[config.mk]
export PLATFORM = sky130hd
export DESIGN_NAME = tlb_top
export DESIGN_NICKNAME = d
export VERILOG_FILES = /design/src/design/tlb_pkg.sv /design/src/design/tlb_fill_select.sv /design/src/design/tlb_plru_tree.sv /design/src/design/tlb_entry_array.sv /design/src/design/tlb_translate_out.sv /design/src/design/tlb_top.sv
export VERILOG_INCLUDE_DIRS = /design/src /design/src/design
export SDC_FILE = /design/constraint.sdc
export NUM_CORES = 2
export LEC_CHECK = 0
export BUFFER_PORTS_ARGS = -buffer_cell sky130_fd_sc_hd__buf_2
export CAP_MARGIN = 15
export CELL_PAD_IN_SITES_DETAIL_PLACEMENT = 0
export CELL_PAD_IN_SITES_GLOBAL_PLACEMENT = 2
export CORE_MARGIN = 8
export CORE_UTILIZATION = 41
export DETAILED_ROUTE_END_ITERATION = 10
export GPL_TIMING_DRIVEN = 0
export PLACE_DENSITY = 0.77
export SYNTH_ARGS = -nofsm -noshare
export SYNTH_HDL_FRONTEND = slang
export SYNTH_SLANG_ARGS = --single-unit
[constraint.sdc]
create_clock -name clk -period 9.75 [get_ports clk]
set_input_delay 2.925 -clock clk [delete_from_list [all_inputs] [get_ports clk]]
set_output_delay 2.925 -clock clk [all_outputs]
set_load 0.01 [all_outputs]
[src/design/tlb_config.svh]
`ifndef TLB_CONFIG_SVH
`define TLB_CONFIG_SVH

// --------------------
// tlb geometry
// --------------------

// number of entries, power of two only
`define TLB_ENTRIES 32

// linear and physical address width
`define TLB_ADDR_W 32

// 4 KiB pages
`define TLB_OFFSET_W 12

// page number width, tag and frame
`define TLB_PAGE_W (`TLB_ADDR_W - `TLB_OFFSET_W)

`endif

[src/design/tlb_pkg.sv]
`include "tlb_config.svh"

package tlb_pkg;

    localparam int TLB_INDEX_W = $clog2(`TLB_ENTRIES);

    typedef logic [`TLB_ADDR_W-1:0]  tlb_addr_t;
    typedef logic [`TLB_PAGE_W-1:0]  tlb_page_t;
    typedef logic [TLB_INDEX_W-1:0]  tlb_index_t;
    typedef logic [`TLB_ENTRIES-1:0] tlb_mask_t;

    // page attributes, rw and su already combined over pde and pte
    typedef struct packed {
        logic pwt;
        logic pcd;
        logic combined_rw;
        logic combined_su;
    } tlb_attr_t;

    typedef struct packed {
        logic      dirty;   // set when the walk was for a write
        tlb_attr_t attr;
        logic      valid;
        tlb_page_t page;    // physical page
        tlb_page_t tag;     // linear page
    } tlb_entry_t;

    typedef struct packed {
        logic      write_do;
        tlb_addr_t linear;
        tlb_addr_t physical;
        tlb_attr_t attr;
        logic      dirty;
    } tlb_write_req_t;

    typedef struct packed {
        logic      translate_do;
        tlb_addr_t linear;
        logic      rw;      // 1 for a write access
    } tlb_translate_req_t;

    typedef struct packed {
        logic      valid;
        tlb_addr_t physical;
        tlb_attr_t attr;
    } tlb_translate_rsp_t;

endpackage

[src/design/tlb_fill_select.sv]
`timescale 1ns/1ns

`include "tlb_config.svh"

module tlb_fill_select import tlb_pkg::*; (
    input  tlb_write_req_t write_req,
    input  tlb_mask_t      valid_mask,
    input  tlb_index_t     victim_index,
    output tlb_mask_t      write_onehot,
    output tlb_entry_t     write_entry,
    output logic           write_touch,
    output tlb_index_t     write_index
);

    logic       free_found;
    tlb_index_t free_index;

    // --------------------
    // lowest free slot
    // --------------------

    always_comb begin
        free_found = 1'b0;
        free_index = '0;
        for (int i = 0; i < `TLB_ENTRIES; i++) begin
            if (!valid_mask[i] && !free_found) begin
                free_found = 1'b1;
                free_index = tlb_index_t'(i);
            end
        end
    end

    // full buffer falls back to the plru victim
    assign write_index = free_found ? free_index : victim_index;

    assign write_touch  = write_req.write_do;
    assign write_onehot = write_req.write_do ? (tlb_mask_t'(1) << write_index) : '0;

    // --------------------
    // entry packing
    // --------------------

    always_comb begin
        write_entry       = '0;
        write_entry.dirty = write_req.dirty;
        write_entry.attr  = write_req.attr;
        write_entry.valid = 1'b1;
        write_entry.page  = write_req.physical[`TLB_ADDR_W-1:`TLB_OFFSET_W];
        write_entry.tag   = write_req.linear[`TLB_ADDR_W-1:`TLB_OFFSET_W];
    end

endmodule

[src/design/tlb_plru_tree.sv]
`timescale 1ns/1ns

`include "tlb_config.svh"

module tlb_plru_tree import tlb_pkg::*; (
    input  logic       clk,
    input  logic       rst_n,
    input  logic       flush_all,
    input  logic       write_touch,
    input  tlb_index_t write_index,
    input  logic       hit_touch,
    input  tlb_index_t hit_index,
    output tlb_index_t victim_index
);

    // heap order: node n has children 2n+1 (left) and 2n+2 (right),
    // leaves of the last level map onto entries in index order
    typedef logic [`TLB_ENTRIES-2:0] plru_t;

    plru_t plru_bits;

    // --------------------
    // tree walks
    // --------------------

    // follow the bits from the root, 0 left and 1 right
    function automatic tlb_index_t plru_victim(plru_t bits);
        tlb_index_t idx;
        int         node;
        idx  = '0;
        node = 0;
        for (int lvl = 0; lvl < TLB_INDEX_W; lvl++) begin
            idx[TLB_INDEX_W-1-lvl] = bits[node];
            node = 2 * node + 1 + int'(bits[node]);
        end
        return idx;
    endfunction

    // every node on the path is turned to point away from idx
    function automatic plru_t plru_touch(plru_t bits, tlb_index_t idx);
        plru_t result;
        int    node;
        logic  dir;
        result = bits;
        node   = 0;
        for (int lvl = 0; lvl < TLB_INDEX_W; lvl++) begin
            dir          = idx[TLB_INDEX_W-1-lvl];
            result[node] = ~dir;    // 1 when idx sits in the left half
            node         = 2 * node + 1 + int'(dir);
        end
        return result;
    endfunction

    assign victim_index = plru_victim(plru_bits);

    // --------------------
    // state update
    // --------------------

    always_ff @(posedge clk) begin
        if (!rst_n) begin
            plru_bits <= '0;
        end else if (flush_all) begin
            plru_bits <= '0;
        end else if (write_touch) begin
            plru_bits <= plru_touch(plru_bits, write_index);  // write wins
        end else if (hit_touch) begin
            plru_bits <= plru_touch(plru_bits, hit_index);
        end
    end

endmodule

[src/design/tlb_entry_array.sv]
`timescale 1ns/1ns

`include "tlb_config.svh"

module tlb_entry_array import tlb_pkg::*; (
    input  logic               clk,
    input  logic               rst_n,
    input  logic               flush_single,
    input  tlb_addr_t          flush_address,
    input  logic               flush_all,
    input  tlb_mask_t          write_onehot,
    input  tlb_entry_t         write_entry,
    input  tlb_translate_req_t translate_req,
    input  logic               dirty_refuse,
    output tlb_entry_t         entries [`TLB_ENTRIES],
    output tlb_mask_t          valid_mask,
    output tlb_mask_t          hit_onehot
);

    tlb_entry_t entry_q [`TLB_ENTRIES];

    tlb_page_t  lookup_page;
    tlb_page_t  flush_page;
    tlb_mask_t  kill_mask;      // single flush or refused hit

    assign lookup_page = translate_req.linear[`TLB_ADDR_W-1:`TLB_OFFSET_W];
    assign flush_page  = flush_address[`TLB_ADDR_W-1:`TLB_OFFSET_W];

    // --------------------
    // tag match
    // --------------------

    always_comb begin
        for (int i = 0; i < `TLB_ENTRIES; i++) begin
            valid_mask[i] = entry_q[i].valid;
            hit_onehot[i] = translate_req.translate_do && entry_q[i].valid
                            && (entry_q[i].tag == lookup_page);
        end
    end

    // the refused entry is dropped so the walker can fetch it again
    // with the dirty bit set
    always_comb begin
        for (int i = 0; i < `TLB_ENTRIES; i++) begin
            kill_mask[i] = (flush_single && (entry_q[i].tag == flush_page))
                           || (dirty_refuse && hit_onehot[i]);
        end
    end

    // --------------------
    // storage
    // --------------------

    // only valid is cleared, payload bits stay as they were
    always_ff @(posedge clk) begin
        for (int i = 0; i < `TLB_ENTRIES; i++) begin
            if (!rst_n) begin
                entry_q[i].valid <= 1'b0;
            end else if (flush_all || kill_mask[i]) begin
                entry_q[i].valid <= 1'b0;
            end else if (write_onehot[i]) begin
                entry_q[i] <= write_entry;
            end
        end
    end

    assign entries = entry_q;

endmodule

[src/design/tlb_translate_out.sv]
`timescale 1ns/1ns

`include "tlb_config.svh"

module tlb_translate_out import tlb_pkg::*; (
    input  tlb_translate_req_t translate_req,
    input  tlb_entry_t         entries [`TLB_ENTRIES],
    input  tlb_mask_t          hit_onehot,
    output tlb_translate_rsp_t translate_rsp,
    output logic               dirty_refuse,
    output logic               hit_touch,
    output tlb_index_t         hit_index
);

    tlb_entry_t hit_entry;
    logic       hit;
    logic       allowed;

    // --------------------
    // hit select
    // --------------------

    // one-hot or-mux, all zero on a miss
    always_comb begin
        hit_entry = '0;
        hit_index = '0;
        for (int i = 0; i < `TLB_ENTRIES; i++) begin
            if (hit_onehot[i]) begin
                hit_entry = tlb_entry_t'(hit_entry | entries[i]);
                hit_index = hit_index | tlb_index_t'(i);
            end
        end
    end

    assign hit       = |hit_onehot;
    assign hit_touch = hit;     // refused hits count as an access too

    // --------------------
    // dirty rule
    // --------------------

    assign allowed      = hit && (!translate_req.rw || hit_entry.dirty);
    assign dirty_refuse = hit && translate_req.rw && !hit_entry.dirty;

    always_comb begin
        translate_rsp.valid = allowed;
        translate_rsp.attr  = hit_entry.attr;
        if (allowed) begin
            translate_rsp.physical = {hit_entry.page,
                                      translate_req.linear[`TLB_OFFSET_W-1:0]};
        end else begin
            translate_rsp.physical = translate_req.linear;  // pass through
        end
    end

endmodule

[src/design/tlb_top.sv]
`timescale 1ns/1ns

`include "tlb_config.svh"

module tlb_top import tlb_pkg::*; (
    input  logic               clk,
    input  logic               rst_n,
    input  logic               flush_single,
    input  tlb_addr_t          flush_address,
    input  logic               flush_all,
    input  tlb_write_req_t     write_req,
    input  tlb_translate_req_t translate_req,
    output tlb_translate_rsp_t translate_rsp
);

    tlb_entry_t entries [`TLB_ENTRIES];
    tlb_mask_t  valid_mask;
    tlb_mask_t  hit_onehot;
    tlb_mask_t  write_onehot;
    tlb_entry_t write_entry;
    logic       write_touch;
    tlb_index_t write_index;
    tlb_index_t victim_index;
    logic       hit_touch;
    tlb_index_t hit_index;
    logic       dirty_refuse;

    // --------------------
    // write path
    // --------------------

    tlb_fill_select u_fill_select (
        .write_req    (write_req),
        .valid_mask   (valid_mask),
        .victim_index (victim_index),
        .write_onehot (write_onehot),
        .write_entry  (write_entry),
        .write_touch  (write_touch),
        .write_index  (write_index)
    );

    tlb_plru_tree u_plru_tree (
        .clk          (clk),
        .rst_n        (rst_n),
        .flush_all    (flush_all),
        .write_touch  (write_touch),
        .write_index  (write_index),
        .hit_touch    (hit_touch),
        .hit_index    (hit_index),
        .victim_index (victim_index)
    );

    // --------------------
    // storage and lookup
    // --------------------

    tlb_entry_array u_entry_array (
        .clk           (clk),
        .rst_n         (rst_n),
        .flush_single  (flush_single),
        .flush_address (flush_address),
        .flush_all     (flush_all),
        .write_onehot  (write_onehot),
        .write_entry   (write_entry),
        .translate_req (translate_req),
        .dirty_refuse  (dirty_refuse),
        .entries       (entries),
        .valid_mask    (valid_mask),
        .hit_onehot    (hit_onehot)
    );

    tlb_translate_out u_translate_out (
        .translate_req (translate_req),
        .entries       (entries),
        .hit_onehot    (hit_onehot),
        .translate_rsp (translate_rsp),
        .dirty_refuse  (dirty_refuse),
        .hit_touch     (hit_touch),
        .hit_index     (hit_index)
    );

endmodule

=== After elaboration in Yosys (flattened, before gate mapping) ===
Cells that the tools add are included.

* Flip-flop bits (word level): 1503
* Output and inout bits: 37

* Add/subtract/negate cells: 21
* $lt $le $gt $ge: 20
* Eq/ne operators: 161
* Shift operators: 1
* Multiplexer cells: 462
* Bitwise logic cells: 41
* Reductions and logical operators: 331

{| class="wikitable"
|+ Operators with widths
! kind !! count
|-
| two-way mux 46 bit || 128
|-
| two-way mux 40 bit || 64
|-
| bitwise OR 46 bit || 31
|-
| equality test 20 bit || 64
|-
| two-way mux 5 bit || 97
|-
| less-than comparator 32 x 7 -> 1 bit (second input constant) || 12
|-
| adder 32 x 2 -> 32 bit || 9
|-
| adder 32 x 2 -> 32 bit (second input constant) || 9
|-
| two-way mux 31 bit || 9
|-
| greater-or-equal comparator 32 x 1 -> 1 bit (second input constant) || 8
|-
| bitwise mux 31 bit || 8
|-
| logical AND 1 bit || 170
|-
| two-way mux 1 bit || 114
|-
| inequality test 3 x 1 -> 1 bit (second input constant) || 32
|-
| AND reduction 3 bit || 32
|-
| logical OR 1 bit || 65
|-
| two-way mux 32 bit || 2
|-
| two-way mux 4 bit || 16
|-
| inequality test 2 x 1 -> 1 bit (second input constant) || 32
|-
| inequality test 2 bit (second input constant) || 32
|-
| logical NOT 1 bit || 63
|-
| demux 1 bit (select 5 bit) || 8
|-
| OR reduction 32 bit || 1
|-
| left shift 1 x 5 -> 32 bit (first input constant) || 1
|-
| other kinds (6) || 30
|}

=== Longest topological paths before layout ===
* Depth in word-level cells: 111
* Depth in mapped cells: 25
* Mapped depth without buffers: 22

=== Hierarchy ===
Synthesis repeated with hierarchy kept, for this count alone.

* Cells, all modules: 5179
* Area total of the unflattened synthesis: 71561.1 um^2

{| class="wikitable"
|+ Modules (own cells, without submodules)
! module !! instances !! cells an instance !! area each (um^2)
|-
| tlb_entry_array || 1 || 3612 || 60560.6
|-
| tlb_translate_out || 1 || 685 || 4949.7
|-
| tlb_plru_tree || 1 || 712 || 4924.7
|-
| tlb_fill_select || 1 || 170 || 1126.1
|}

=== Worst setup path after synthesis ===
OpenSTA, ideal clock, no wires.

* Path kind: input-to-reg
* Start point: input port translate_req[27] (netlist bit)
* End point: register u_entry_array.entry_q, in the netlist u_entry_array.entries[368] (enable)
* Library setup time: 559 ps
* Arrival: 9792 ps
* Required time: 9191 ps
* Path slack: -602 ps
* Stages on the path: 17
* Path buffers: 5
* Cell sequence: buf_4 buf_6 buf_6 buf_6 xor2_1 nor4_1 nand4_1 nor4_2 a22o_1 a221oi_1 nand4_1 or3_1 a41oi_1 buf_2 nand2_1 nand2_1 nor4_1

* Longest elaborated chain between the ends: 72
* Elaborated cells between the ends (all ways): 136
* Classes of those cells: eq/ne (33); mux (32); bitwise (31); reduce/logical (40)

{| class="wikitable"
|+ RTL lines
! item !! line !! text
|-
| start: declaration || tlb_top.sv:12 || <nowiki>input tlb_translate_req_t translate_req,</nowiki>
|-
| equality test 20 bit || tlb_entry_array.sv:37 || <nowiki>&& (entry_q[i].tag == lookup_page);</nowiki>
|-
| logical AND 1 bit || tlb_entry_array.sv:37 ||
|-
| two-way mux 46 bit || tlb_translate_out.sv:28 || <nowiki>if (hit_onehot[i]) begin</nowiki>
|-
| bitwise OR 46 bit || tlb_translate_out.sv:29 || <nowiki>hit_entry = tlb_entry_t'(hit_entry | entries[i]);</nowiki>
|-
| two-way mux 46 bit || tlb_translate_out.sv:28 ||
|-
| bitwise OR 46 bit || tlb_translate_out.sv:29 ||
|-
| two-way mux 46 bit || tlb_translate_out.sv:28 ||
|-
| bitwise OR 46 bit || tlb_translate_out.sv:29 ||
|-
| [... 56 more ...] || - ||
|-
| two-way mux 46 bit || tlb_translate_out.sv:28 ||
|-
| logical NOT 1 bit || tlb_translate_out.sv:43 || <nowiki>assign dirty_refuse = hit && translate_req.rw && !hit_entry.dirty;</nowiki>
|-
| logical AND 1 bit || tlb_translate_out.sv:43 ||
|-
| logical AND 1 bit * || tlb_entry_array.sv:46 || <nowiki>|| (dirty_refuse && hit_onehot[i]);</nowiki>
|-
| logical OR 1 bit * || tlb_entry_array.sv:46 ||
|-
| logical OR 1 bit * || tlb_entry_array.sv:59 || <nowiki>end else if (flush_all || kill_mask[i]) begin</nowiki>
|-
| inequality test 2 bit (no source line) * || - ||
|-
| AND reduction 3 bit (no source line) * || - ||
|-
| end signal: indexed assignment || tlb_entry_array.sv:62 || <nowiki>entry_q[i] <= write_entry;</nowiki>
|-
| end: declaration || tlb_entry_array.sv:20 || <nowiki>tlb_entry_t entry_q [`TLB_ENTRIES];</nowiki>
|}

Every way passes the cells marked *; elsewhere a longest branch is shown, timed or not.
A chain may end at the register's enable or synchronous reset.

==> reports/metrics.csv <==
metric;value;unit
outcome;complete, but fails checks;
violations;negative setup slack;
grt_pass1_wl;434;mm
drt-pass1-iter-count;8;
clock_skew;0.0743;ns
tns;-0.763;ns
rsz0062_at_grt;no;
netlist.area_leader.share;60.4;%
worstPathMaxFanout;19;
dieArea;188000;µm²
num_rows;153;
clockBufferDepth;3;
postRouteAntennaNets;0;
fp.dieH;434;µm
cts.hold.buffers_added;0;
worst_pin_slew;1.37;ns
yosysMostFrequentCell;edfxtp_1;
drive_above_1_share;15.9;%
seq_area_frac_synth;62.2;%
grt_antenna_before_repair;20;
gp_congestion;0.918;
synthTopCellsByArea;edfxtp_1 (60%), xnor2_1 (8.6%), xor2_1 (7.2%), nand4_1 (2.0%), a221oi_1 (1.9%);
setup-violations-final;13;
yosys_warnings;0;
drt_iter0_markers;9860;
slew_violations;0;
area.growth.synth_to_final;18.1;%
synth.avg_cell_area;13.6;µm²
vias_per_cell;6.57;
period_minus_slack;9.88;ns
leakagePower;27.4;nW
timing.fmax;101;MHz
period_share;101;%
synth_common_cells;edfxtp_1 (1440), xnor2_1 (705), xor2_1 (588), nand4_1 (229), nand2_1 (204);
path_clk_slew;0.06;ns
yosysUniqueCellTypes;102;
post_layout_nonfiller_instances;8217;
cts_tree;built;
setup_ws;-0.132;ns
cts_buffers;161;
drc_errors;0;
cts-root-buf;clkbuf_16;
syn_nets;5430;
start_util;41.2;%
clock_latency;0.87;ns
slew_headroom;8.42;%
cap_viol_max_count;0;
finalPower;14.6;mW
routed_wl;325;mm
core_area;174000;µm²
dpl.hpwl;220;mm
dp.cells;7893;
synth-async-reset-ratio;0;%
worst_ep_required_time;6.83;ns
num-nets-final;5911;
power_per_cell_area;173;nW/µm²
io_buffers;87;
synth_edf_count;1440;
vdd_drop_max;0.191;mV
worst-setup-path-type;in -> out;
htree_levels;4;
synth-main-ff-cell;edfxtp_1;
ioPinCount;177;
crit_path_end_kind;output port;
synthCells;5262;
grt_pass1_vias;50474;
overflow;0;
post-synth-top-area-cell;edfxtp_1;
syn_area;71600;µm²
grt_max_degree;37;
grt_util_all_layers;33.4;%
hold_class;reg -> reg;
worst_setup_path_start_kind;input pin;
hold_viol_final;0;
wl_per_cell;39.6;µm
die_w;434;µm
cts.sinks;1503;
critPathArrivalTime;6.96;ns
ys_ff_latch;1503;
route.vias.total;54019;
## report_power, final
part / switching, mW / leakage (nW) / total, mW / internal, mW
clock network: 2.80 / 2.64 / 6.38 / 3.58
registers: 0.0167 / 13.5 / 7.10 / 7.08
logic: 0.804 / 11.3 / 1.13 / 0.330
total: 3.62 / 27.4 / 14.6 / 11.0
## metal layers
| metal | global-route usage (%) | up-vias | share of wire, % |
|---|---|---|---|
| met5 | 0 | - | 0.013 |
| li1 | - | 21195 | - |
| met3 | 8.44 | 1015 | 13 |
| met2 | 50.1 | 4593 | 43 |
| met1 | 44.2 | 27210 | 37 |
| met4 | 19.1 | 6 | 7.0 |
## what timing repair did
item | 4_1_cts | 5_1_grt
gates resized for setup | 165 | 32
setup endpoints to repair | 30 | 20
pin swaps | 10 | 5
setup buffers | 16 | 2
## worst max-delay path, cell delays in order
cell and delay [ns]:
buf_4 0.23, buf_12 0.30, xor2_1 0.14, nor4_1 0.30, nand4_1 0.18, nor4_2 0.22, buf_4 0.42, clkbuf_1 1.02
a221oi_1 0.25, nand4_1 0.30, nor3_4 0.12, o21ai_1 0.26, buf_2 0.19
## area by class of cell
cell class	instances	area (µm²)
antenna	12	30.0
sequential	1503	44500
buffer	341	2300
clock buffer	190	4200
clock inverter	110	1220
multi-input combinational	3388	25600
timing repair buffer	325	3770
tap	2325	2910
fill	14964	89000
inverter	23	88.8
## registers in the layout, indices dropped and copies added (netlist names)
name	cells
u_entry_array.entries	1472
u_plru_tree.plru_bits	31
## stage by stage
step | worst slack, ns | area, µm² | hold WS (ns) | utilization, %
after floorplan | 0.653 | 71600 | 0.472 | -
after global placement | -8.55 | 74900 | 0.542 | 43.2
after detailed placement | -2.00 | 78500 | 0.553 | 45.2
after CTS | 0.000959 | 84500 | 0.558 | 48.7
after global routing | 0.00207 | 84600 | 0.590 | 48.7
final | -0.132 | 84600 | 0.563 | 48.7
## path summary, 6_finish.rpt
| check | start | cells past startpoint | endpoint | slack, ns |
|---|---|---|---|---|
| min reg2reg | u_plru_tree.plru_bits[23]$_SDFFE_PN0P_ | 2 | u_plru_tree.plru_bits[23]$_SDFFE_PN0P_ | 0.56 |
| max reg2reg | u_plru_tree.plru_bits[2]$_SDFFE_PN0P_ | 26 | u_entry_array.entries[1002]$_DFFE_PP_ | 1.76 |
| max | translate_req[30] | 13 | translate_rsp[31] | -0.13 |
| min | u_plru_tree.plru_bits[23]$_SDFFE_PN0P_ | 2 | u_plru_tree.plru_bits[23]$_SDFFE_PN0P_ | 0.56 |
## logic make-up (layout without fill, tap and decap cells)
kind of cell | Yosys count | count (layout) | synth area share [%]
XOR/XNOR | 1295 | 1295 | 15.9
buffers and inverters | 371 | 989 | 2.88
AO/OA/AOI/OAI | 838 | 838 | 8.84
multiplexers | 21 | 21 | 0.332
flip-flops | 1503 | 1503 | 62.2
AND/OR/NAND/NOR | 1206 | 1206 | 9.41
adder cells (fa/ha/maj) | 28 | 28 | 0.489
other | 0 | 12 | 0
## placed cells by master (no fill, tap or decap), types with 28 or more instances in the layout
cell / Yosys / final
buf_12: 0 / 30
a22oi_1: 123 / 123
a22o_1: 143 / 143
xor2_1: 588 / 588
clkbuf_16: 0 / 164
nor3_1: 97 / 72
nand3_1: 184 / 184
nor4_1: 203 / 189
nor2_1: 125 / 124
nand4_1: 229 / 229
buf_4: 43 / 83
ha_1: 28 / 28
buf_8: 6 / 102
clkbuf_2: 0 / 49
edfxtp_1: 1440 / 1440
a31oi_1: 51 / 51
nand2_1: 204 / 204
o21ai_0: 74 / 61
clkinv_1: 0 / 35
buf_2: 27 / 138
a21oi_1: 112 / 112
dfxtp_1: 63 / 63
buf_6: 54 / 120
xnor2_1: 705 / 705
clkbuf_1: 166 / 120
a221oi_1: 153 / 153
clkinv_2: 0 / 37
(Power assumes the default switching activity.)
